[config.mk]
export PLATFORM = sky130hd
export DESIGN_NAME = axi_request_ctrl
export DESIGN_NICKNAME = d
export VERILOG_FILES = /design/src/design/sram_axi_pkg.sv /design/src/design/axi_request_ctrl.sv
export SDC_FILE = /design/constraint.sdc
export NUM_CORES = 1
export LEC_CHECK = 0
export BUFFER_PORTS_ARGS = -buffer_cell sky130_fd_sc_hd__buf_2
export CAP_MARGIN = 5
export CORE_MARGIN = 2
export CORE_UTILIZATION = 43
export DETAILED_ROUTE_END_ITERATION = 10
export PLACE_DENSITY = 0.81
export SKIP_LAST_GASP = 1
export SLEW_MARGIN = 10
export SYNTH_ARGS = -nofsm -noshare
export SYNTH_HDL_FRONTEND = slang
export SYNTH_SLANG_ARGS = --single-unit
[constraint.sdc]
create_clock -name ACLK -period 3.63 [get_ports ACLK]
set_input_delay 0.1815 -clock ACLK [delete_from_list [all_inputs] [get_ports ACLK]]
set_output_delay 0.1815 -clock ACLK [all_outputs]
set_load 0.005 [all_outputs]
[src/design/sram_axi_pkg.sv]
package sram_axi_pkg;

    localparam int ADDR_W     = 32;
    localparam int DATA_W     = 32;
    localparam int STRB_W     = DATA_W / 8;
    localparam int LEN_W      = 8;
    localparam int SIZE_W     = 3;
    localparam int WORD_IDX_W = 14;
    localparam int REGION_W   = 16;
    localparam int OFFSET_W   = 2;

    // Burst types, WRAP is handled like FIXED
    localparam logic [1:0] BURST_FIXED = 2'b00;
    localparam logic [1:0] BURST_INCR  = 2'b01;

    localparam logic [1:0] RESP_OKAY   = 2'b00;
    localparam logic [1:0] RESP_SLVERR = 2'b10;
    localparam logic [1:0] RESP_DECERR = 2'b11;

    // Upper address half selects the region
    localparam logic [REGION_W-1:0] RO_REGION = 16'h0000;
    localparam logic [REGION_W-1:0] RW_REGION = 16'h0001;

    localparam logic [SIZE_W-1:0] SIZE_LIMIT = 3'd3; // Doubleword and up rejected

    // Flat view for stepping, field view for decode
    typedef union packed {
        logic [ADDR_W-1:0] flat;
        struct packed {
            logic [REGION_W-1:0]   region;
            logic [WORD_IDX_W-1:0] idx;
            logic [OFFSET_W-1:0]   offset;
        } f;
    } axi_addr_u;

endpackage

[src/design/axi_request_ctrl.sv]
module axi_request_ctrl
    import sram_axi_pkg::*;
#(
    parameter int ID_WIDTH = 4
) (
    input  logic                  ACLK,
    input  logic                  ARESETn,

    input  logic [ID_WIDTH-1:0]   AWID,
    input  logic [ADDR_W-1:0]     AWADDR,
    input  logic [LEN_W-1:0]      AWLEN,
    input  logic [SIZE_W-1:0]     AWSIZE,
    input  logic [1:0]            AWBURST,
    input  logic                  AWVALID,
    output logic                  AWREADY,

    input  logic [DATA_W-1:0]     WDATA,
    input  logic [STRB_W-1:0]     WSTRB,
    input  logic                  WLAST,
    input  logic                  WVALID,
    output logic                  WREADY,

    output logic [ID_WIDTH-1:0]   BID,
    output logic [1:0]            BRESP,
    output logic                  BVALID,
    input  logic                  BREADY,

    input  logic [ID_WIDTH-1:0]   ARID,
    input  logic [ADDR_W-1:0]     ARADDR,
    input  logic [LEN_W-1:0]      ARLEN,
    input  logic [SIZE_W-1:0]     ARSIZE,
    input  logic [1:0]            ARBURST,
    input  logic                  ARVALID,
    output logic                  ARREADY,

    output logic                  mem_en,
    output logic [STRB_W-1:0]     mem_we,
    output logic [WORD_IDX_W-1:0] mem_idx,
    output logic [DATA_W-1:0]     mem_wdata,

    output logic                  beat_issue,
    output logic [1:0]            beat_resp,
    output logic                  beat_last,
    output logic [ID_WIDTH-1:0]   beat_id,
    output logic                  beat_data_ok,
    input  logic                  beat_done
);

    localparam logic [2:0] S_IDLE   = 3'd0;
    localparam logic [2:0] S_WDATA  = 3'd1;
    localparam logic [2:0] S_WRESP  = 3'd2;
    localparam logic [2:0] S_RISSUE = 3'd3;
    localparam logic [2:0] S_RWAIT  = 3'd4;

    logic [2:0]          state;
    logic [2:0]          state_nxt;
    logic [LEN_W-1:0]    beats_left;

    axi_addr_u           in_addr;
    axi_addr_u           cur_addr;
    logic [SIZE_W-1:0]   in_size;
    logic [SIZE_W-1:0]   cur_size;
    logic [1:0]          cur_burst;
    logic [ID_WIDTH-1:0] cur_id;
    logic [1:0]          in_resp;
    logic [1:0]          cur_resp;

    logic aw_take;
    logic ar_take;
    logic w_take;
    logic allowed;

    assign AWREADY = (state == S_IDLE);
    assign ARREADY = (state == S_IDLE) && !AWVALID; // AW wins a tie
    assign WREADY  = (state == S_WDATA);
    assign BVALID  = (state == S_WRESP);
    assign BID     = cur_id;
    assign BRESP   = cur_resp;

    assign aw_take = AWVALID && AWREADY;
    assign ar_take = ARVALID && ARREADY;
    assign w_take  = WVALID && WREADY;
    assign allowed = (cur_resp == RESP_OKAY);

    // Region and size decode, done once per burst
    assign in_addr.flat = AWVALID ? AWADDR : ARADDR;
    assign in_size      = AWVALID ? AWSIZE : ARSIZE;

    always_comb begin
        if (in_size >= SIZE_LIMIT)
            in_resp = RESP_SLVERR;
        else if (in_addr.f.region == RW_REGION)
            in_resp = RESP_OKAY;
        else if (in_addr.f.region == RO_REGION)
            in_resp = AWVALID ? RESP_SLVERR : RESP_OKAY; // Read-only half
        else
            in_resp = RESP_DECERR;
    end

    always_comb begin
        state_nxt = state;
        case (state)
            S_IDLE: begin
                if (aw_take)
                    state_nxt = S_WDATA;
                else if (ar_take)
                    state_nxt = S_RISSUE;
            end
            S_WDATA:  if (w_take && WLAST) state_nxt = S_WRESP;
            S_WRESP:  if (BREADY) state_nxt = S_IDLE;
            S_RISSUE: state_nxt = S_RWAIT;
            S_RWAIT: begin
                if (beat_done)
                    state_nxt = (beats_left == '0) ? S_IDLE : S_RISSUE;
            end
            default:  state_nxt = S_IDLE;
        endcase
    end

    always_ff @(posedge ACLK or negedge ARESETn) begin
        if (!ARESETn) begin
            state      <= S_IDLE;
            beats_left <= '0;
        end else begin
            state <= state_nxt;
            if (ar_take)
                beats_left <= ARLEN;
            else if (beat_done)
                beats_left <= beats_left - 1'b1;
        end
    end

    always_ff @(posedge ACLK) begin
        if (aw_take || ar_take) begin
            cur_addr  <= in_addr;
            cur_size  <= in_size;
            cur_burst <= AWVALID ? AWBURST : ARBURST;
            cur_id    <= AWVALID ? AWID : ARID;
            cur_resp  <= in_resp;
        end else if (w_take || beat_issue) begin
            case (cur_burst)
                BURST_FIXED: cur_addr <= cur_addr;
                BURST_INCR:  cur_addr.flat <= cur_addr.flat + (ADDR_W'(1) << cur_size);
                default:     cur_addr <= cur_addr; // WRAP stays put
            endcase
        end
    end

    // Low-aligned strobe and data moved up to the byte offset
    assign mem_en    = allowed && (w_take || beat_issue);
    assign mem_we    = (allowed && w_take) ? (WSTRB << cur_addr.f.offset) : '0;
    assign mem_wdata = WDATA << {cur_addr.f.offset, 3'b000};
    assign mem_idx   = cur_addr.f.idx;

    assign beat_issue   = (state == S_RISSUE);
    assign beat_resp    = cur_resp;
    assign beat_last    = (beats_left == '0);
    assign beat_id      = cur_id;
    assign beat_data_ok = allowed;

    // Address channels shut as soon as a burst is taken
    a_addr_ready_idle: assert property (@(posedge ACLK) disable iff (!ARESETn)
        (aw_take || ar_take) |=> !AWREADY && !ARREADY);

    a_bvalid_hold: assert property (@(posedge ACLK) disable iff (!ARESETn)
        BVALID && !BREADY |=> BVALID && $stable(BRESP) && $stable(BID));

endmodule

[Word-level counts from Yosys, hierarchy flattened]
Index checks and enable logic that the tools add are counted.
Operators by class
  add/subtract/negate cells: 2
  reductions and logical operators: 20
  $lt $le $gt $ge: 1
  shifts and indexed selects: 3
  equal/unequal tests: 10
  mux-type cells: 20
Operator list (count)
  32-bit two-way mux: 4
  32-bit adder: 1
  1-bit by 3-bit left shift with 32-bit output (first input constant): 1
  32-bit by 5-bit left shift with 32-bit output: 1
  3-bit two-way mux: 6
  16-bit by 1-bit == test with 1-bit output (second input constant): 1
  16-bit logical NOT: 1
  8-bit two-way mux: 2
  3-bit case mux with 5 select lines: 1
  2-bit two-way mux: 5
  8-bit logical NOT: 1
  4-bit two-way mux: 2
  8-bit by 1-bit subtractor with 8-bit output (second input constant): 1
  1-bit logical AND: 7
  3-bit by 2-bit == test with 1-bit output (second input constant): 2
  2-bit nonzero test: 3
  2-bit by 1-bit != test with 1-bit output (second input constant): 2
  4-bit AND reduction: 1
  4-bit by 2-bit left shift with 4-bit output: 1
  3-bit by 1-bit == test with 1-bit output (second input constant): 1
  3-bit == test (second input constant): 1
  3-bit by 2-bit >= comparator with 1-bit output (second input constant): 1
  3-bit logical NOT: 1
  3-bit by 1-bit != test with 1-bit output (second input constant): 1
  other kinds (7): 8
Storage, ports and cells
  register bits after elaboration: 54
  logic and storage cells: 64
  output and inout bits: 70
  input port bits: 142

[Logic depth before layout (Yosys ltp)]
  depth in word-level cells: 6
  mapped depth: 8
  depth with buffers taken out: 8

[Worst setup path before layout]
OpenSTA, ideal clock, no wires.
  kind: flip-flop to flip-flop
  from: register state[0]
  to: register cur_addr[0] in the netlist's numbering (enable)
  data arrival time: 2.293 ns
  path buffers: 1
  path slack: 0.926 ns
  period minus slack after synthesis: 2.704 ns
  required time: 3.219 ns
  library setup time: 0.411 ns
  stages on the path, launching flop included: 5
  cells stage by stage: dfrtp_1 -> clkbuf_1 -> nor3b_1 -> a21oi_1 -> o21ai_0
Between the ends
  elaborated cells on any way between the ends: 12
  those cells by class: 2 x eq/ne; 10 x reduce/logical
RTL lines
  from (decl): line axi_request_ctrl.sv:55  | logic [2:0] state;
  from (signal assigned): line axi_request_ctrl.sv:125  | state <= state_nxt;
  3-bit by 1-bit == test with 1-bit output: line axi_request_ctrl.sv:75  | assign WREADY = (state == S_WDATA);
  named net WREADY: line axi_request_ctrl.sv:21  | output logic WREADY,
  1-bit logical AND: line axi_request_ctrl.sv:82  | assign w_take = WVALID && WREADY;
  1-bit logical OR: line axi_request_ctrl.sv:140  | end else if (w_take || beat_issue) begin
  2-bit nonzero test (no line)
  2-bit AND reduction (no line)
  to (signal assigned): line axi_request_ctrl.sv:135  | cur_addr <= in_addr;
  to (signal assigned): line axi_request_ctrl.sv:142  | BURST_FIXED: cur_addr <= cur_addr;
  to (signal assigned): line axi_request_ctrl.sv:144  | default: cur_addr <= cur_addr;
  to (decl): line axi_request_ctrl.sv:60  | axi_addr_u cur_addr;
The timed path passes the listed nets, and every way through them passes these cells.
A chain may end at the register's enable or synchronous reset.

[Final worst setup path]
  from: register cur_size[0]
  to: register cur_addr[12] in the netlist's numbering (data pin)
Between the ends
  longest elaborated chain between the ends: 5
Ends and longest elaborated chain
  from (decl): line axi_request_ctrl.sv:62  | logic [SIZE_W-1:0] cur_size;
  from (signal assigned): line axi_request_ctrl.sv:136  | cur_size <= in_size;
  1-bit by 3-bit left shift with 32-bit output: line axi_request_ctrl.sv:143  | BURST_INCR: cur_addr.flat <= cur_addr.flat + (ADDR_W'(1) << cur_size);
  32-bit adder: line axi_request_ctrl.sv:143
  32-bit two-way mux: line axi_request_ctrl.sv:141  | case (cur_burst)
  32-bit two-way mux: line axi_request_ctrl.sv:140
  32-bit two-way mux: line axi_request_ctrl.sv:134  | if (aw_take || ar_take) begin
No other way between the ends. The select of a mux whose other input is x is not followed.

==> results.py <==
metrics = {
    "outcome": {
        "status": "completed",
    },
    "setup_path": {
        "end_kind": "flip-flop",
        "cp.arrival_ps": 2560,
        "crit_family": "compound AO/OA/AOI/OAI gates",
        "rr_startpoint": "cur_size[0]$_DFFE_PN_",
        "cp.required_ps": 3650,
        "crit_buf_inv": 0,
        "crit_chain": "nor3_1 > ha_1 > fa_1 > a211oi_1 > o21ai_1 > o2111ai_1 > xor2_1 > a21oi_1",
        "start_kind": "flip-flop",
        "critPathMaxFanout": 8,
        "critPathMaxStageDelay_ps": 490,
        "cp_slowest_cell": "edfxtp_1",
        "crit_path_start": "cur_size[0]$_DFFE_PN_",
        "crit_type": "reg2reg",
    },
    "power": {
        "intPower_mw": 1.75,
        "power_frac_seq_pct": 31.5,
        "p_total_mw": 3.09,
        "peakVddDrop_uv": 418,
        "p_leak_nw": 2.07,
        "powerDensity_mw_per_mm2": 712,
        "swShare_pct": 43.5,
        "comb_power_share_pct": 58.2,
        "p_switching_mw": 1.34,
        "pwr-share-clk_pct": 10.3,
    },
    "global_routing": {
        "grt_max_degree": 42,
        "grt_overflow": 0,
        "grt_pass1_wl_um": 15000,
        "grt_usage_pct": 22.1,
        "grt_pass1_vias": 3254,
        "antenna_found_initial": 0,
    },
    "die": {
        "num_rows": 31,
        "core_area_mm2": 0.00733,
        "die-area_mm2": 0.00837,
        "initial_core_util_pct": 44.9,
        "io_pins": 212,
        "dieWidth_um": 91.5,
        "die_height_um": 91.5,
    },
    "detailed_routing": {
        "wl_per_cell_um": 14.7,
        "wirelength_um": 9430,
        "antenna_left": 0,
        "vias_per_cell": 5.32,
        "vias": 3404,
        "dr.pass1.iters": 4,
        "route.detailed.drc": 0,
        "drt_iter0_drc": 186,
    },
    "clock_tree": {
        "cts-root-buf": "clkbuf_8",
        "clk_latency_ps": 280,
        "numCtsBuffers": 5,
        "h-tree-depth": 2,
        "clkTransAtPathRegs_ps": 80,
        "cts_resized": 0,
        "postCtsSetupRepairBufs": 0,
        "hold_buffers": 1,
        "cts.sinks": 38,
        "clk_path_buf_depth": 2,
        "cts_tree": "built",
    },
    "cells_and_area": {
        "drive_gt1_share_pct": 42.7,
        "nNetsFinal": 693,
        "nFillCells": 669,
        "final_area_mm2": 0.00434,
        "area_growth_syn_to_layout_pct": 31.8,
        "layout_commonest_cell": "buf_2",
        "utilization_pct": 59.2,
        "layout_common_cells": "202 x buf_2, 31 x a21oi_1, 27 x edfxtp_1, 27 x nor2_1, 26 x mux2i_1",
        "seq_area_mm2": 0.00109,
        "insertedDiodeCount": 0,
        "multi_input_area_mm2": 0.00196,
    },
    "logic_synthesis": {
        "yosysWarnings": 0,
        "ys_async_sr_fraction_pct": 28.9,
        "postSynthAreaPerCell_um2": 9.00,
        "yosysTopAreaCell": "edfxtp_1",
        "synth.top_cells.by_area": "edfxtp_1 25%, dfrtp_1 8.4%, mux2i_1 7.9%",
        "synthCells": 366,
        "synth_cell_type_count": 52,
        "yosysTopAreaCellShare_pct": 24.6,
        "ys_seq_area_share_pct": 33.0,
        "synth-edff-count": 27,
        "syn_area_mm2": 0.00329,
        "syn-num-nets": 519,
        "synth-seq-cells": 38,
        "synth_ff_type": "edfxtp_1",
    },
    "hold_path": {
        "min_path_type": "in2reg",
        "worstHoldStart": "ARLEN[1]",
    },
    "place": {
        "numPortBuffers": 202,
        "placed_area_mm2": 0.00423,
        "gp_congestion": 0.867,
        "place_ws_ps": 1120,
        "dp_hpwl_um": 7570,
    },
    "sta": {
        "fin_crit_sh_pct": 70.1,
        "drv_slew": 0,
        "worstMarginPinSlew_ps": 857,
        "tns_ps": 0,
        "maxSlewHeadroom_pct": 42.9,
        "setup_ws_ps": 1080,
        "setup_viol": 0,
        "fmaxAchievable_ghz": 0.393,
        "hold_violations": 0,
        "finalCriticalPeriod_ps": 2550,
        "rsz0062_at_grt": "no",
        "worst_clock_skew_ps": 6.67,
    },
    "job": {
        "cap_violations": 0,
    },
}
## cells by family after synthesis
group           after synthesis  share of synthesized area, %
buf+inv                      45                          7.75
simple gates                122                          20.7
compound gates               95                          17.7
flops                        38                          33.0
mux                          37                          11.7
xor+xnor                     18                          4.79
fa+ha+maj                    11                          4.41
## power by group through the flow
stage          Clock, mW  Sequential, mW  Combinational, mW
3_3_place_gp           0           0.964               1.74
5_1_grt            0.354            1.01               2.01
6_report           0.318           0.973               1.80
3_5_place_dp           0           0.980               1.79
4_1_cts            0.331           0.974               1.81
2_1_floorplan          0           0.904               1.34
## area by class of cell
class | count | area share (%)
sequential | 38 | 25.0
tap | 99 | 2.85
inverter | 5 | 0.433
clock inverter | 2 | 0.231
multi-input combinational | 283 | 45.1
timing repair buffer | 207 | 24.2
clock buffer | 6 | 2.16
## cells in the mapped netlist (4+ instances only)
cell,count
o21ai_1,11
edfxtp_1,27
xnor2_1,7
clkbuf_1,12
mux2_2,10
and3_1,4
dfrtp_1,11
nor2_1,27
nor3b_1,7
a21o_1,5
a21oi_1,31
buf_1,4
nor2b_1,17
nor4_1,6
nand2b_1,6
buf_4,20
nand2_1,21
mux2i_1,26
nor3_1,8
o21ai_0,13
and2_1,8
inv_1,4
a211oi_1,18
xor2_1,11
ha_1,10
## sequential cells by signal (all words and copies together) (netlist names)
name / cells
BID: 4
state: 3
cur_size: 3
cur_addr: 16
beats_left: 8
cur_burst: 2
BRESP: 2
## layer usage
layer	wire length, µm	up-vias	GRT usage, %
met5	0	-	0
li1	-	1677	-
met4	186	0	6.57
met3	728	14	4.15
met2	5000	166	42.2
met1	3520	1547	24.4
## stage by stage
stage               hold slack, ps  cells
finish                         113    640
CTS                            103    640
floorplan                     -114    366
global route                   115    640
global placement              61.7    631
detailed placement            61.2    631
## worst paths after layout
kind	endpoint	slack, ps	cells after the start
min in group asynchronous	beats_left[2]$_DFFE_PN0P_	280	2
max	cur_addr[12]$_DFFE_PP_	1080	8
min reg2reg	beats_left[7]$_DFFE_PN0P_	600	2
min	beats_left[1]$_DFFE_PN0P_	110	2
max in group asynchronous	beats_left[5]$_DFFE_PN0P_	3150	2
max reg2reg	cur_addr[12]$_DFFE_PP_	1080	8
(Power assumes the default switching activity.)
