[config.mk]
export PLATFORM = sky130hd
export DESIGN_NAME = read_return
export DESIGN_NICKNAME = d
export VERILOG_FILES = /design/src/design/sram_axi_pkg.sv /design/src/design/read_return.sv
export SDC_FILE = /design/constraint.sdc
export NUM_CORES = 1
export LEC_CHECK = 0
export ABC_AREA = 1
export ABC_CLOCK_PERIOD_IN_PS = 1600
export BUFFER_PORTS_ARGS = -buffer_cell sky130_fd_sc_hd__buf_2
export CORE_UTILIZATION = 42
export CTS_BUF_LIST = sky130_fd_sc_hd__clkbuf_16
export CTS_CLUSTER_SIZE = 20
export DETAILED_ROUTE_END_ITERATION = 10
export PLACE_DENSITY = 0.8
export SLEW_MARGIN = 30
export SYNTH_ARGS = -nofsm -noshare
export SYNTH_HDL_FRONTEND = slang
export SYNTH_SLANG_ARGS = --single-unit
[constraint.sdc]
create_clock -name ACLK -period 1.6 [get_ports ACLK]
set_input_delay 0.08 -clock ACLK [delete_from_list [all_inputs] [get_ports ACLK]]
set_output_delay 0.08 -clock ACLK [all_outputs]
set_load 0.01 [all_outputs]
[src/design/sram_axi_pkg.sv]
package sram_axi_pkg;

    localparam int ADDR_W     = 32;
    localparam int DATA_W     = 32;
    localparam int STRB_W     = DATA_W / 8;
    localparam int LEN_W      = 8;
    localparam int SIZE_W     = 3;
    localparam int WORD_IDX_W = 14;
    localparam int REGION_W   = 16;
    localparam int OFFSET_W   = 2;

    // Burst types, WRAP is handled like FIXED
    localparam logic [1:0] BURST_FIXED = 2'b00;
    localparam logic [1:0] BURST_INCR  = 2'b01;

    localparam logic [1:0] RESP_OKAY   = 2'b00;
    localparam logic [1:0] RESP_SLVERR = 2'b10;
    localparam logic [1:0] RESP_DECERR = 2'b11;

    // Upper address half selects the region
    localparam logic [REGION_W-1:0] RO_REGION = 16'h0000;
    localparam logic [REGION_W-1:0] RW_REGION = 16'h0001;

    localparam logic [SIZE_W-1:0] SIZE_LIMIT = 3'd3; // Doubleword and up rejected

    // Flat view for stepping, field view for decode
    typedef union packed {
        logic [ADDR_W-1:0] flat;
        struct packed {
            logic [REGION_W-1:0]   region;
            logic [WORD_IDX_W-1:0] idx;
            logic [OFFSET_W-1:0]   offset;
        } f;
    } axi_addr_u;

endpackage

[src/design/read_return.sv]
module read_return
    import sram_axi_pkg::*;
#(
    parameter int ID_WIDTH = 4
) (
    input  logic                ACLK,
    input  logic                ARESETn,

    input  logic                beat_issue,
    input  logic [1:0]          beat_resp,
    input  logic                beat_last,
    input  logic [ID_WIDTH-1:0] beat_id,
    input  logic                beat_data_ok,
    input  logic [DATA_W-1:0]   mem_rdata,

    output logic [ID_WIDTH-1:0] RID,
    output logic [DATA_W-1:0]   RDATA,
    output logic [1:0]          RRESP,
    output logic                RLAST,
    output logic                RVALID,
    input  logic                RREADY,

    output logic                beat_done
);

    logic              fresh;      // First cycle of a beat, array output live
    logic              data_ok_q;
    logic [DATA_W-1:0] data_q;

    assign beat_done = RVALID && RREADY;

    // Array word straight through on the first cycle, held copy afterwards
    assign RDATA = fresh ? (data_ok_q ? mem_rdata : '0) : data_q;

    always_ff @(posedge ACLK or negedge ARESETn) begin
        if (!ARESETn) begin
            RVALID <= 1'b0;
            RLAST  <= 1'b0;
            fresh  <= 1'b0;
        end else begin
            fresh <= beat_issue;
            if (beat_issue) begin
                RVALID <= 1'b1;
                RLAST  <= beat_last;
            end else if (beat_done) begin
                RVALID <= 1'b0;
                RLAST  <= 1'b0;
            end
        end
    end

    always_ff @(posedge ACLK) begin
        if (beat_issue) begin
            RID       <= beat_id;
            RRESP     <= beat_resp;
            data_ok_q <= beat_data_ok;
        end
        if (fresh)
            data_q <= RDATA;
    end

    a_r_stable: assert property (@(posedge ACLK) disable iff (!ARESETn)
        RVALID && !RREADY |=> RVALID && $stable(RDATA) && $stable(RRESP));

endmodule

== After elaboration in Yosys (flattened, before gate mapping) ==
Index checks and enable logic that the tools add are counted.

* Output and inout bits: 41
* Register bits: 42
* Logic and storage cells: 14

* Reductions and logical operators: 2
* Multiplexer cells: 5

{| class="wikitable"
|+ Operators with widths
! cell !! number
|-
| two-way mux 32 bit || 2
|-
| two-way mux 1 bit || 3
|-
| nonzero test 2 bit || 1
|-
| logical AND 1 bit || 1
|}

== Depth between registers and ports, before layout ==
Gate-level depths: netlist (run 1).

* Word-level depth: 3
* Depth in mapped cells: 5
* Mapped depth without buffers: 3

== Worst setup path before layout (run 1) ==
OpenSTA, ideal clock, no wires.

* Kind: register to register
* From: register fresh
* To: register data_q[10], data pin
* Cell stages (with the launch flop): 6
* Setup time: 0.278 ns
* Clock period less this slack: 1.811 ns
* Arrival time: 1.533 ns
* Setup slack: -0.211 ns
* Cells stage by stage: dfrtp_1 buf_6 inv_8 buf_12 nand2_2 nand2_1

* Word-level cells in the longest chain between the ends: 1

{| class="wikitable"
|+ RTL lines
! item !! line !! text
|-
| start, declared || read_return.sv:26 || <nowiki>logic fresh;</nowiki>
|-
| start signal, assigned || read_return.sv:41 || <nowiki>fresh <= beat_issue;</nowiki>
|-
| two-way mux 32 bit || read_return.sv:33 || <nowiki>assign RDATA = fresh ? (data_ok_q ? mem_rdata : '0) : data_q;</nowiki>
|-
| via RDATA[10] || read_return.sv:17 || <nowiki>output logic [DATA_W-1:0] RDATA,</nowiki>
|-
| end signal, assigned || read_return.sv:59 || <nowiki>data_q <= RDATA;</nowiki>
|-
| end, declared || read_return.sv:28 || <nowiki>logic [DATA_W-1:0] data_q;</nowiki>
|}

The timed path passes the listed nets, and every way through them passes these cells.
A chain may end at the register's enable or synchronous reset.

== Final worst setup path (run 1) ==
* From: register fresh
* To: output RDATA[7]

* Word-level cells in the longest chain between the ends: 1

{| class="wikitable"
|+ RTL lines
! item !! line
|-
| two-way mux 32 bit || read_return.sv:33
|-
| end, declared || read_return.sv:17
|}

No other way between the ends.

==> results of run 1 <==
## final timing paths
kind	start	end
worst max-delay path	fresh	RDATA[7]
worst min-delay path	RREADY	RVALID
worst max register to register	fresh	data_q[7]
worst min register to register	RLAST	RLAST
max in group asynchronous	ARESETn	fresh
min in group asynchronous	ARESETn	RVALID
## power breakdown
group          switching [mW]  leakage (nW)  internal, mW
sequential             0.0353         0.426          1.30
clock                   0.353        0.0723         0.557
combinational           0.218         0.739         0.165
## Yosys cell counts
cell type / count
inv_1: 3
buf_12: 3
edfxtp_1: 39
nand2_4: 2
inv_8: 1
dfrtp_1: 3
nand3_1: 31
nand3_2: 2
nand2_1: 35
buf_6: 7
nand2_2: 30
o21ai_0: 1
## critical path, delay by kind of cell, from the launching register on
| family | cells | cell delay (ns) |
|---|---|---|
| simple gates | 2 | 0.20 |
| flops | 1 | 0.43 |
| buf+inv | 2 | 0.45 |
## state kept, by name, indices dropped and copies added, names as in the netlist
register   count
data_ok_q      1
RLAST          1
RID            4
RVALID         1
RRESP          2
fresh          1
data_q        32
## stage by stage
step | cell area [um^2] | cells | hold WS, ns | power, mW
2_1_floorplan | 1930 | 157 | -0.216 | 1.59
3_3_place_gp | 2310 | 288 | -0.117 | 1.72
3_5_place_dp | 2310 | 288 | -0.121 | 1.73
4_1_cts | 2530 | 303 | 0.00481 | 2.66
5_1_grt | 2530 | 303 | 0.0370 | 2.75
6_report | 2530 | 303 | 0.0165 | 2.63
## cells by family (layout without fill, tap and decap cells)
group	count (synthesis)	after routing
simple gates	100	100
flops	42	42
buf+inv	14	108
compound gates	1	1
## per-layer routing
layer	part of all wire [%]	wire [um]	vias to the layer above	global-route usage, %
met5	0	0	-	0
met4	1.4	52	0	5.33
met3	5.1	182	7	3.20
li1	-	-	723	-
met2	48	1720	48	24.6
met1	46	1640	626	19.5
## area by class of cell
cell class                      count  area (um^2)
Fill cell                         394         1860
Tap cell                           52         65.1
Timing Repair Buffer               97          538
Inverter                            4         22.5
Multi-Input combinational cell    101          522
Sequential cell                    42         1250
Clock buffer                        5          125
Clock inverter                      2         7.51
## what timing repair did
item / CTS / global route
hold buffers: 8 / 0
gates resized for setup: 0 / 0
endpoints found under the hold margin: 10 / 0
==> reports/qor.txt, run 1 <==
status: finished clean
Synth Warn #: 0
CTS buffer count: 5
DR vias: 1404
min-delay worst type: primary input to flop
mean routed wirelength per cell: 11.9 um
hold path depth: 2
first-pass GRT wire length: 5730 um
Final setup viols: 0
syn_area_per_cell: 12.3 um^2
DRT antenna net count: 0
most frequent cells in the layout: buf_2 (84), edfxtp_1 (39), nand2_1 (35)
CP Launch Type: flop
# IOs: 85
largest net degree at the start of global routing: 33
CTS tree: done
unrepaired setup endpoints after global routing: false
Max-slew headroom: 81.2%
post-CTS setup buffers: 0
top cells by area, synth: edfxtp_1 (61%), nand2_2 (9.7%), nand3_1 (8.0%), nand2_1 (6.8%), buf_6 (4.1%)
period utilization: 90.0%
Slew @ Worst Pin: 0.282 ns
maximum clock rate: 0.694 GHz
Area growth syn-to-layout: 31.0%
Initial Util: 44.0%
Die Y: 69.8 um
Nets: 295
DRT iter0 DRCs: 35
Post-Syn Area: 0.00193 mm^2
XOR/XNOR Fraction of Synth Area: 0%
PwrDens: 1040 mW/mm^2
clock latency on the worst-skew pair: 0.27 ns
Tmin final: 1.44 ns
final setup TNS: 0 ns
Crit Path Category: flop to output pin
Mapped Nets: 201
maximum root-to-sink buffer count: 2
Pre-Repair DR Iteration Count: 4
crit path max-delay cell type: dfrtp_2
layout cells sized above 1: 51.8%
Critical Path End Type: output pin
die area: 0.00487 mm^2
post-place setup slack: 0.447 ns
PortBufs: 84
CP cell instances: buf_4 -> nand3_1 -> nand2_1 -> buf_2
H-tree depth: 2
main combinational cell family by area after synthesis: simple AND/OR/NAND/NOR gates
die width: 69.8 um
Post-Synth Simple-Gate Area: 26.8%
vias in the first global route: 1306
Worst Reg-to-Reg Cells: 3
Slew Viols, Final: 0
vias per cell: 4.63
Crit Path Max Fanout: 24
gpl congestion: 0.691
compound-gate portion of the synthesized area: 0.259%
Core ar.: 0.00438 mm^2
DRC Markers: 0
num rows: 24
Peak VDD IR: 593 uV
Cell variety after synth: 12
endpoints failing hold: 0
Reg clk slew, reported paths: 0.05 ns
post-synthesis adder-cell area fraction: 0%
Arr. time, crit path: 1.36 ns
DP Wirelength: 2430 um
commonest non-fill, non-tap cell in the layout: buf_2
sequential area share after synthesis: 64.6%
n_diodes: 0
clk sinks: 42
required time of the critical path: 1.52 ns
Cells after Synth: 157
share of the synthesized area in the top cell type: 60.7%
Root Driver: clkbuf_16
final global-route overflow total: 0
GRT Total Usage: 15.0%
Pleak: 1.24 nW
Final WS setup: 0.160 ns
Util after Layout: 57.6%
reg2reg setup slack: 0.47 ns
Yosys top cell by area: edfxtp_1
skew final: 0.00135 ns
register bit total from synthesis: 42
mux cell area share after synthesis: 0%
Post-Route WL: 3600 um
slowest cell delay on critical path: 0.43 ns
max_cap viols: 0
initial antenna violation count: 0
(Power assumes the default switching activity.)
==> inputs of run 2 (changes only) <==
--- a/config.mk
+++ b/config.mk
@@ -8,10 +8,10 @@
 export ABC_AREA = 1
 export ABC_CLOCK_PERIOD_IN_PS = 1600
-export BUFFER_PORTS_ARGS = -buffer_cell sky130_fd_sc_hd__buf_2
 export CORE_UTILIZATION = 42
 export CTS_BUF_LIST = sky130_fd_sc_hd__clkbuf_16
 export CTS_CLUSTER_SIZE = 20
 export DETAILED_ROUTE_END_ITERATION = 10
-export PLACE_DENSITY = 0.8
+export DONT_BUFFER_PORTS = 1
+export PLACE_DENSITY = 0.64
 export SLEW_MARGIN = 30
 export SYNTH_ARGS = -nofsm -noshare
==> constraint.sdc (replaced) <==
create_clock -name ACLK -period 1.6 [get_ports ACLK]
set_input_delay 0.08 -clock ACLK [delete_from_list [all_inputs] [get_ports ACLK]]
set_output_delay 0.08 -clock ACLK [all_outputs]
set_load 0.05 [all_outputs]
==> run 2 against run 1 <==
- register-to-register slack worse by 0.05 ns
- highest routed layer unchanged
- via count is 9.0% lower
- global-route usage is 2.2 points higher
==> reports/qor.txt, run 2 (synthesized netlist as in run 1, its figures left out) <==
status: finished clean
Peak VDD IR: 977 uV (+65%)
slowest cell delay on critical path: 0.48 ns (+0.05 ns)
first-pass GRT wire length: 6440 um (+12%)
Worst Reg-to-Reg Cells: 3 (unchanged)
Pleak: 1.07 nW (-13%)
endpoints failing hold: 0 (unchanged)
required time of the critical path: 1.52 ns (about the same)
vias per cell: 4.97 (+7.3%)
PortBufs: 0 (-100%)
initial antenna violation count: 0 (unchanged)
die area: 0.00487 mm^2 (unchanged)
DRT antenna net count: 0 (unchanged)
PwrDens: 1240 mW/mm^2 (+19%)
Max-slew headroom: 67.6% (-14 points)
GRT Total Usage: 17.1% (+2.2 points)
Biggest register: data_q
reg2reg setup slack: 0.42 ns (-0.05 ns)
num rows: 24 (unchanged)
maximum clock rate: 0.670 GHz (-3.5%)
final global-route overflow total: 0 (unchanged)
CP top delay family: flip-flops
H-tree depth: 2 (unchanged)
skew final: 0.00358 ns (+0.00222 ns)
CTS tree: done
Tmin final: 1.49 ns (+0.0523 ns)
DR vias: 1278 (-9.0%)
crit path max-delay cell type: dfrtp_4
Hold Crit Start: RREADY
Non-Filler Instances: 257 (-15%)
Arr. time, crit path: 1.41 ns (+0.05 ns)
r2r startpoint: fresh
Hold Path Sink: RLAST
largest net degree at the start of global routing: 33 (unchanged)
critical path's most frequent cell: buf_4
Top Registers: data_q (32), RID (4), RRESP (2)
placed cells: 237 (-18%)
Critical Path End Type: output pin
unrepaired setup endpoints after global routing: false
Crit Path Max Fanout: 17 (-29%)
hold path depth: 3 (+1)
clock latency on the worst-skew pair: 0.28 ns (about the same)
maximum root-to-sink buffer count: 2 (unchanged)
die width: 69.8 um (unchanged)
DRT iter0 DRCs: 42 (+20%)
Area growth syn-to-layout: 30.7%
min-delay worst type: primary input to flop
Util after Layout: 57.5% (-0.11 points)
final setup TNS: 0 ns (unchanged)
Reg area: 0.00125 mm^2 (+0.20%)
layout cells sized above 1: 54.6% (+2.8 points)
# IOs: 85 (unchanged)
Root Driver: clkbuf_16
capture point of the worst reg-to-reg path: data_q[25]
Slew Viols, Final: 0 (unchanged)
period utilization: 93.3% (+3.3 points)
clk sinks: 42 (unchanged)
max FFs per register: 32 (unchanged)
Initial Util: 44.0% (unchanged)
Multi-input gate area: 594 um^2 (+14%)
CP cell instances: buf_4 -> nand3_1 -> nand2_1 -> buf_4
Nets: 248 (-16%)
Post-Route WL: 3750 um (+4.2%)
most frequent cells in the layout: nand2_2 (59), edfxtp_1 (39), buf_4 (38)
DP Wirelength: 2750 um (+13%)
n_diodes: 0 (unchanged)
CTS buffer count: 5 (unchanged)
Slew @ Worst Pin: 0.486 ns (+0.204 ns)
mean routed wirelength per cell: 14.6 um (+23%)
gpl congestion: 0.758 (+9.7%)
Crit Path Category: flop to output pin
DRC Markers: 0 (unchanged)
Core ar.: 0.00438 mm^2 (unchanged)
Die Y: 69.8 um (unchanged)
max_cap viols: 0 (unchanged)
CP Launch Type: flop
fillers: 362 (-8.1%)
commonest non-fill, non-tap cell in the layout: nand2_2
Crit path buffers/inverters: 2 (unchanged)
Pre-Repair DR Iteration Count: 4 (unchanged)
Final setup viols: 0 (unchanged)
vias in the first global route: 1340 (+2.6%)
Reg clk slew, reported paths: 0.06 ns (about the same)
[run 2: repair_timing]
| action | in CTS | in global routing |
|---|---|---|
| gates resized for setup | 0 | 1 |
| buffers inserted | 1 | 0 |
| hold buffers | 11 | 0 |
| setup endpoints to repair | 24 | 1 |
| hold endpoints to repair | 20 | 0 |
[run 2: area by class of cell]
class	count	area share, %
multi-input cells	101	23.6
clock inverters	3	1.79
well taps	52	2.58
inverters	4	1.09
clock buffers	5	4.96
repair buffers	50	16.5
flip-flops and latches	42	49.6
[run 2: worst max-delay path by stage]
stage / start / slack, ns / end / cells past startpoint
5_1_grt: fresh / 0.02 / RDATA[30] / 4
6_report: fresh / 0.11 / RDATA[30] / 4
2_1_floorplan: fresh / 0.02 / data_q[30] / 4
4_1_cts: fresh / 0.06 / RDATA[30] / 4
3_5_place_dp: fresh / 0.26 / RDATA[30] / 4
3_3_place_gp: fresh / 0.29 / RDATA[30] / 4
[run 2: stage by stage]
| stage | hold slack, ns | worst slack [ns] | total power, mW | instance area, um^2 |
|---|---|---|---|---|
| floorplan | -0.216 | 0.0193 | 1.88 | 2010 |
| detailed placement | -0.216 | 0.258 | 2.02 | 2230 |
| global route | 0.0163 | 0.0151 | 3.26 | 2520 |
| global placement | -0.215 | 0.289 | 2.01 | 2230 |
| finish | 0.0102 | 0.108 | 3.13 | 2520 |
| CTS | 0.00459 | 0.0575 | 3.17 | 2520 |
[run 2: metal layers]
metal	wire (um)	GRT usage, %
met1	1460	20.3
met5	0	0
met2	1980	29.2
met3	296	5.96
met4	24	5.33
[run 2: where the power goes]
group,switching [mW],internal [mW],total [mW]
logic,0.439,0.184,0.623
registers,0.0894,1.30,1.39
clock network,0.383,0.734,1.12
[run 2: tightest hold or removal path: stages]
cell,delay (ns)
nand2_1,0.05
nand3_1,0.07
nand2_1,0.05
==> inputs of run 3 (changes only) <==
ABC_AREA = not set   (was 1)
CORE_UTILIZATION = 25   (was 42)
PLACE_DENSITY = 0.45   (was 0.64)
==> run 3 against run 2 <==
- worst setup slack worse by 0.057 ns
- sequential cell count stayed put
- sequential share of layout area is 2.6 points lower
- non-clock buffer count is 3 lower
- combinational power is 26% higher
==> reports/qor.txt, run 3 <==
EDFF count, synth: 39 (unchanged)
gpl congestion: 0.690 (-8.9%)
Critical Path End Type: output pin
max FFs per register: 32 (unchanged)
Slew Viols, Final: 0 (unchanged)
Mapped Nets: 135 (-33%)
# IOs: 85 (unchanged)
maximum root-to-sink buffer count: 2 (unchanged)
Pre-Repair DR Iteration Count: 4 (unchanged)
die width: 83.2 um (+19%)
vias per cell: 4.77 (-4.0%)
CTS buffer count: 5 (unchanged)
area of placed instances: 0.00240 mm^2 (+7.6%)
clk sinks: 42 (unchanged)
Peak VDD IR: 680 uV (-30%)
Cell variety after synth: 15 (+3)
Final setup viols: 0 (unchanged)
final global-route overflow total: 0 (unchanged)
CP Launch Type: flop
Slew @ Worst Pin: 0.504 ns (+0.0185 ns)
largest net degree at the start of global routing: 30 (-9.1%)
GRT Total Usage: 11.8% (-5.4 points)
Area growth syn-to-layout: 61.5%
Util after Layout: 41.9% (-16 points)
die area: 0.00692 mm^2 (+42%)
maximum clock rate: 0.646 GHz (-3.7%)
unrepaired setup endpoints after global routing: true
top cells by area, synth: edfxtp_1 (71%), a22o_1 (16%), dfrtp_1 (4.6%), buf_8 (2.7%), buf_2 (0.91%)
Post-synth top cells: edfxtp_1 (39), a22o_1 (30)
endpoints failing hold: 0 (unchanged)
fillers: 538 (+49%)
count leader, synth: edfxtp_1
register bit total from synthesis: 42 (unchanged)
PortBufs: 0 (unchanged)
Arr. time, crit path: 1.47 ns (+0.06 ns)
min-delay worst type: primary input to flop
num rows: 29 (+21%)
PwrDens: 1170 mW/mm^2 (-6.1%)
final instance area: 0.00266 mm^2 (+5.6%)
Tmin final: 1.55 ns (+0.0567 ns)
status: finished clean
Cells after Synth: 91 (-42%)
Reg clk slew, reported paths: 0.06 ns (about the same)
asr flop ratio synth: 7.14% (unchanged)
first-pass GRT wire length: 6200 um (-3.7%)
mean routed wirelength per cell: 18.6 um (+28%)
Crit Path Category: flop to output pin
period utilization: 96.8% (+3.5 points)
layout cells sized above 1: 54.3% (-0.35 points)
Initial Util: 26.0% (-18 points)
CTS tree: done
required time of the critical path: 1.52 ns (about the same)
DR vias: 1036 (-19%)
commonest non-fill, non-tap cell in the layout: edfxtp_1
initial antenna violation count: 0 (unchanged)
Max-slew headroom: 66.4% (-1.2 points)
post-CTS setup buffers: 0 (-1)
skew final: 0.00506 ns (+0.00148 ns)
DP Wirelength: 2610 um (-4.9%)
Die Y: 83.2 um (+19%)
Biggest register: data_q
Root Driver: clkbuf_16
top_reg_cell synth: edfxtp_1
clock latency on the worst-skew pair: 0.28 ns (about the same)
Top Registers: data_q (32), RID (4), RRESP (2)
DRC Markers: 0 (unchanged)
DRT iter0 DRCs: 30 (-29%)
final setup TNS: 0 ns (unchanged)
max_cap viols: 0 (unchanged)
most frequent cells in the layout: edfxtp_1 (39), buf_12 (31), a22o_2 (28)
Synth Warn #: 0 (unchanged)
sequential area share after synthesis: 75.6% (+11 points)
Crit Path Max Fanout: 21 (+4)
Post-Syn Area: 0.00165 mm^2 (-15%)
vias in the first global route: 1181 (-12%)
share of the synthesized area in the top cell type: 71.0% (+10 points)
Nets: 183 (-26%)
Pleak: 1.03 nW (-3.9%)
Core ar.: 0.00635 mm^2 (+45%)
H-tree depth: 2 (unchanged)
syn_area_per_cell: 18.1 um^2 (+47%)
Post-Route WL: 4050 um (+7.9%)
reg2reg setup slack: 0.32 ns (-0.10 ns)
DRT antenna net count: 0 (unchanged)
Yosys top cell by area: edfxtp_1
n_diodes: 0 (unchanged)
## run 3: cell types whose count changed after synthesis, moves of 2 or more
cell     change
a22o_1      +30
buf_12       -3
buf_2        +3
buf_6        -6
buf_8        +3
nand2_1     -34
nand2_2     -30
nand2_4      -2
nand3_1     -30
nand3_2      -2
## run 3: cells by family after synthesis
logic type	share of synthesized area [%]
buffers and inverters	5.01
AND/OR/NAND/NOR	1.82
AO/OA/AOI/OAI	17.6
flip-flops	75.6
## run 3: cell type report
type | instances | area, um^2 | share of cell area, %
Tap cell | 77 | 96.3 | 3.62
Multi-Input combinational cell | 40 | 393 | 14.8
Sequential cell | 42 | 1250 | 46.9
Clock buffer | 5 | 125 | 4.70
Timing Repair Buffer | 47 | 776 | 29.1
Inverter | 3 | 11.3 | 0.423
Clock inverter | 3 | 11.3 | 0.423
## run 3: where the power goes
part           switching [mW]  internal [mW]  total [mW]
registers              0.0908           1.30        1.39
logic                   0.421          0.367       0.788
clock network           0.364          0.560       0.925
## run 3: what timing repair did
| action | in CTS | in global routing |
|---|---|---|
| gates cloned | 1 | 0 |
| endpoints found under the setup margin | 28 | 19 |
| endpoints found under the hold margin | 20 | 0 |
| hold buffers | 11 | 0 |
| gates resized for setup | 2 | 1 |
## run 3: critical path, cell delays in order (launching register included)
cell	delay, ns
dfrtp_4	0.53
inv_1	0.12
buf_8	0.19
a22o_2	0.21
buf_12	0.14
## run 3: layer usage
layer  up-vias  track usage (%)  wire [um]
met1       504             11.8       1520
met4         0             3.29         32
met5         -                0          0
met3         4             6.26        420
met2        62             21.1       2070
li1        466                -          -
## run 3: path summary, 6_finish.rpt
kind	from	endpoint	depth (start not counted)
min in group asynchronous	ARESETn	fresh	1
min	mem_rdata[0]	data_q[0]	1
min reg2reg	data_q[19]	data_q[19]	1
max in group asynchronous	ARESETn	fresh	1
max reg2reg	fresh	data_q[25]	2
max	fresh	RDATA[27]	4
## run 3: metrics by stage
step | std cells | power, mW | setup slack (ns) | hold slack [ns]
global placement | 197 | 2.16 | 0.289 | -0.215
finish | 217 | 3.11 | 0.0510 | 0.0228
floorplan | 91 | 1.83 | -0.0684 | -0.216
global route | 217 | 3.21 | -0.00757 | 0.0233
detailed placement | 197 | 2.18 | 0.277 | -0.216
CTS | 217 | 3.14 | 0.0317 | 0.0192
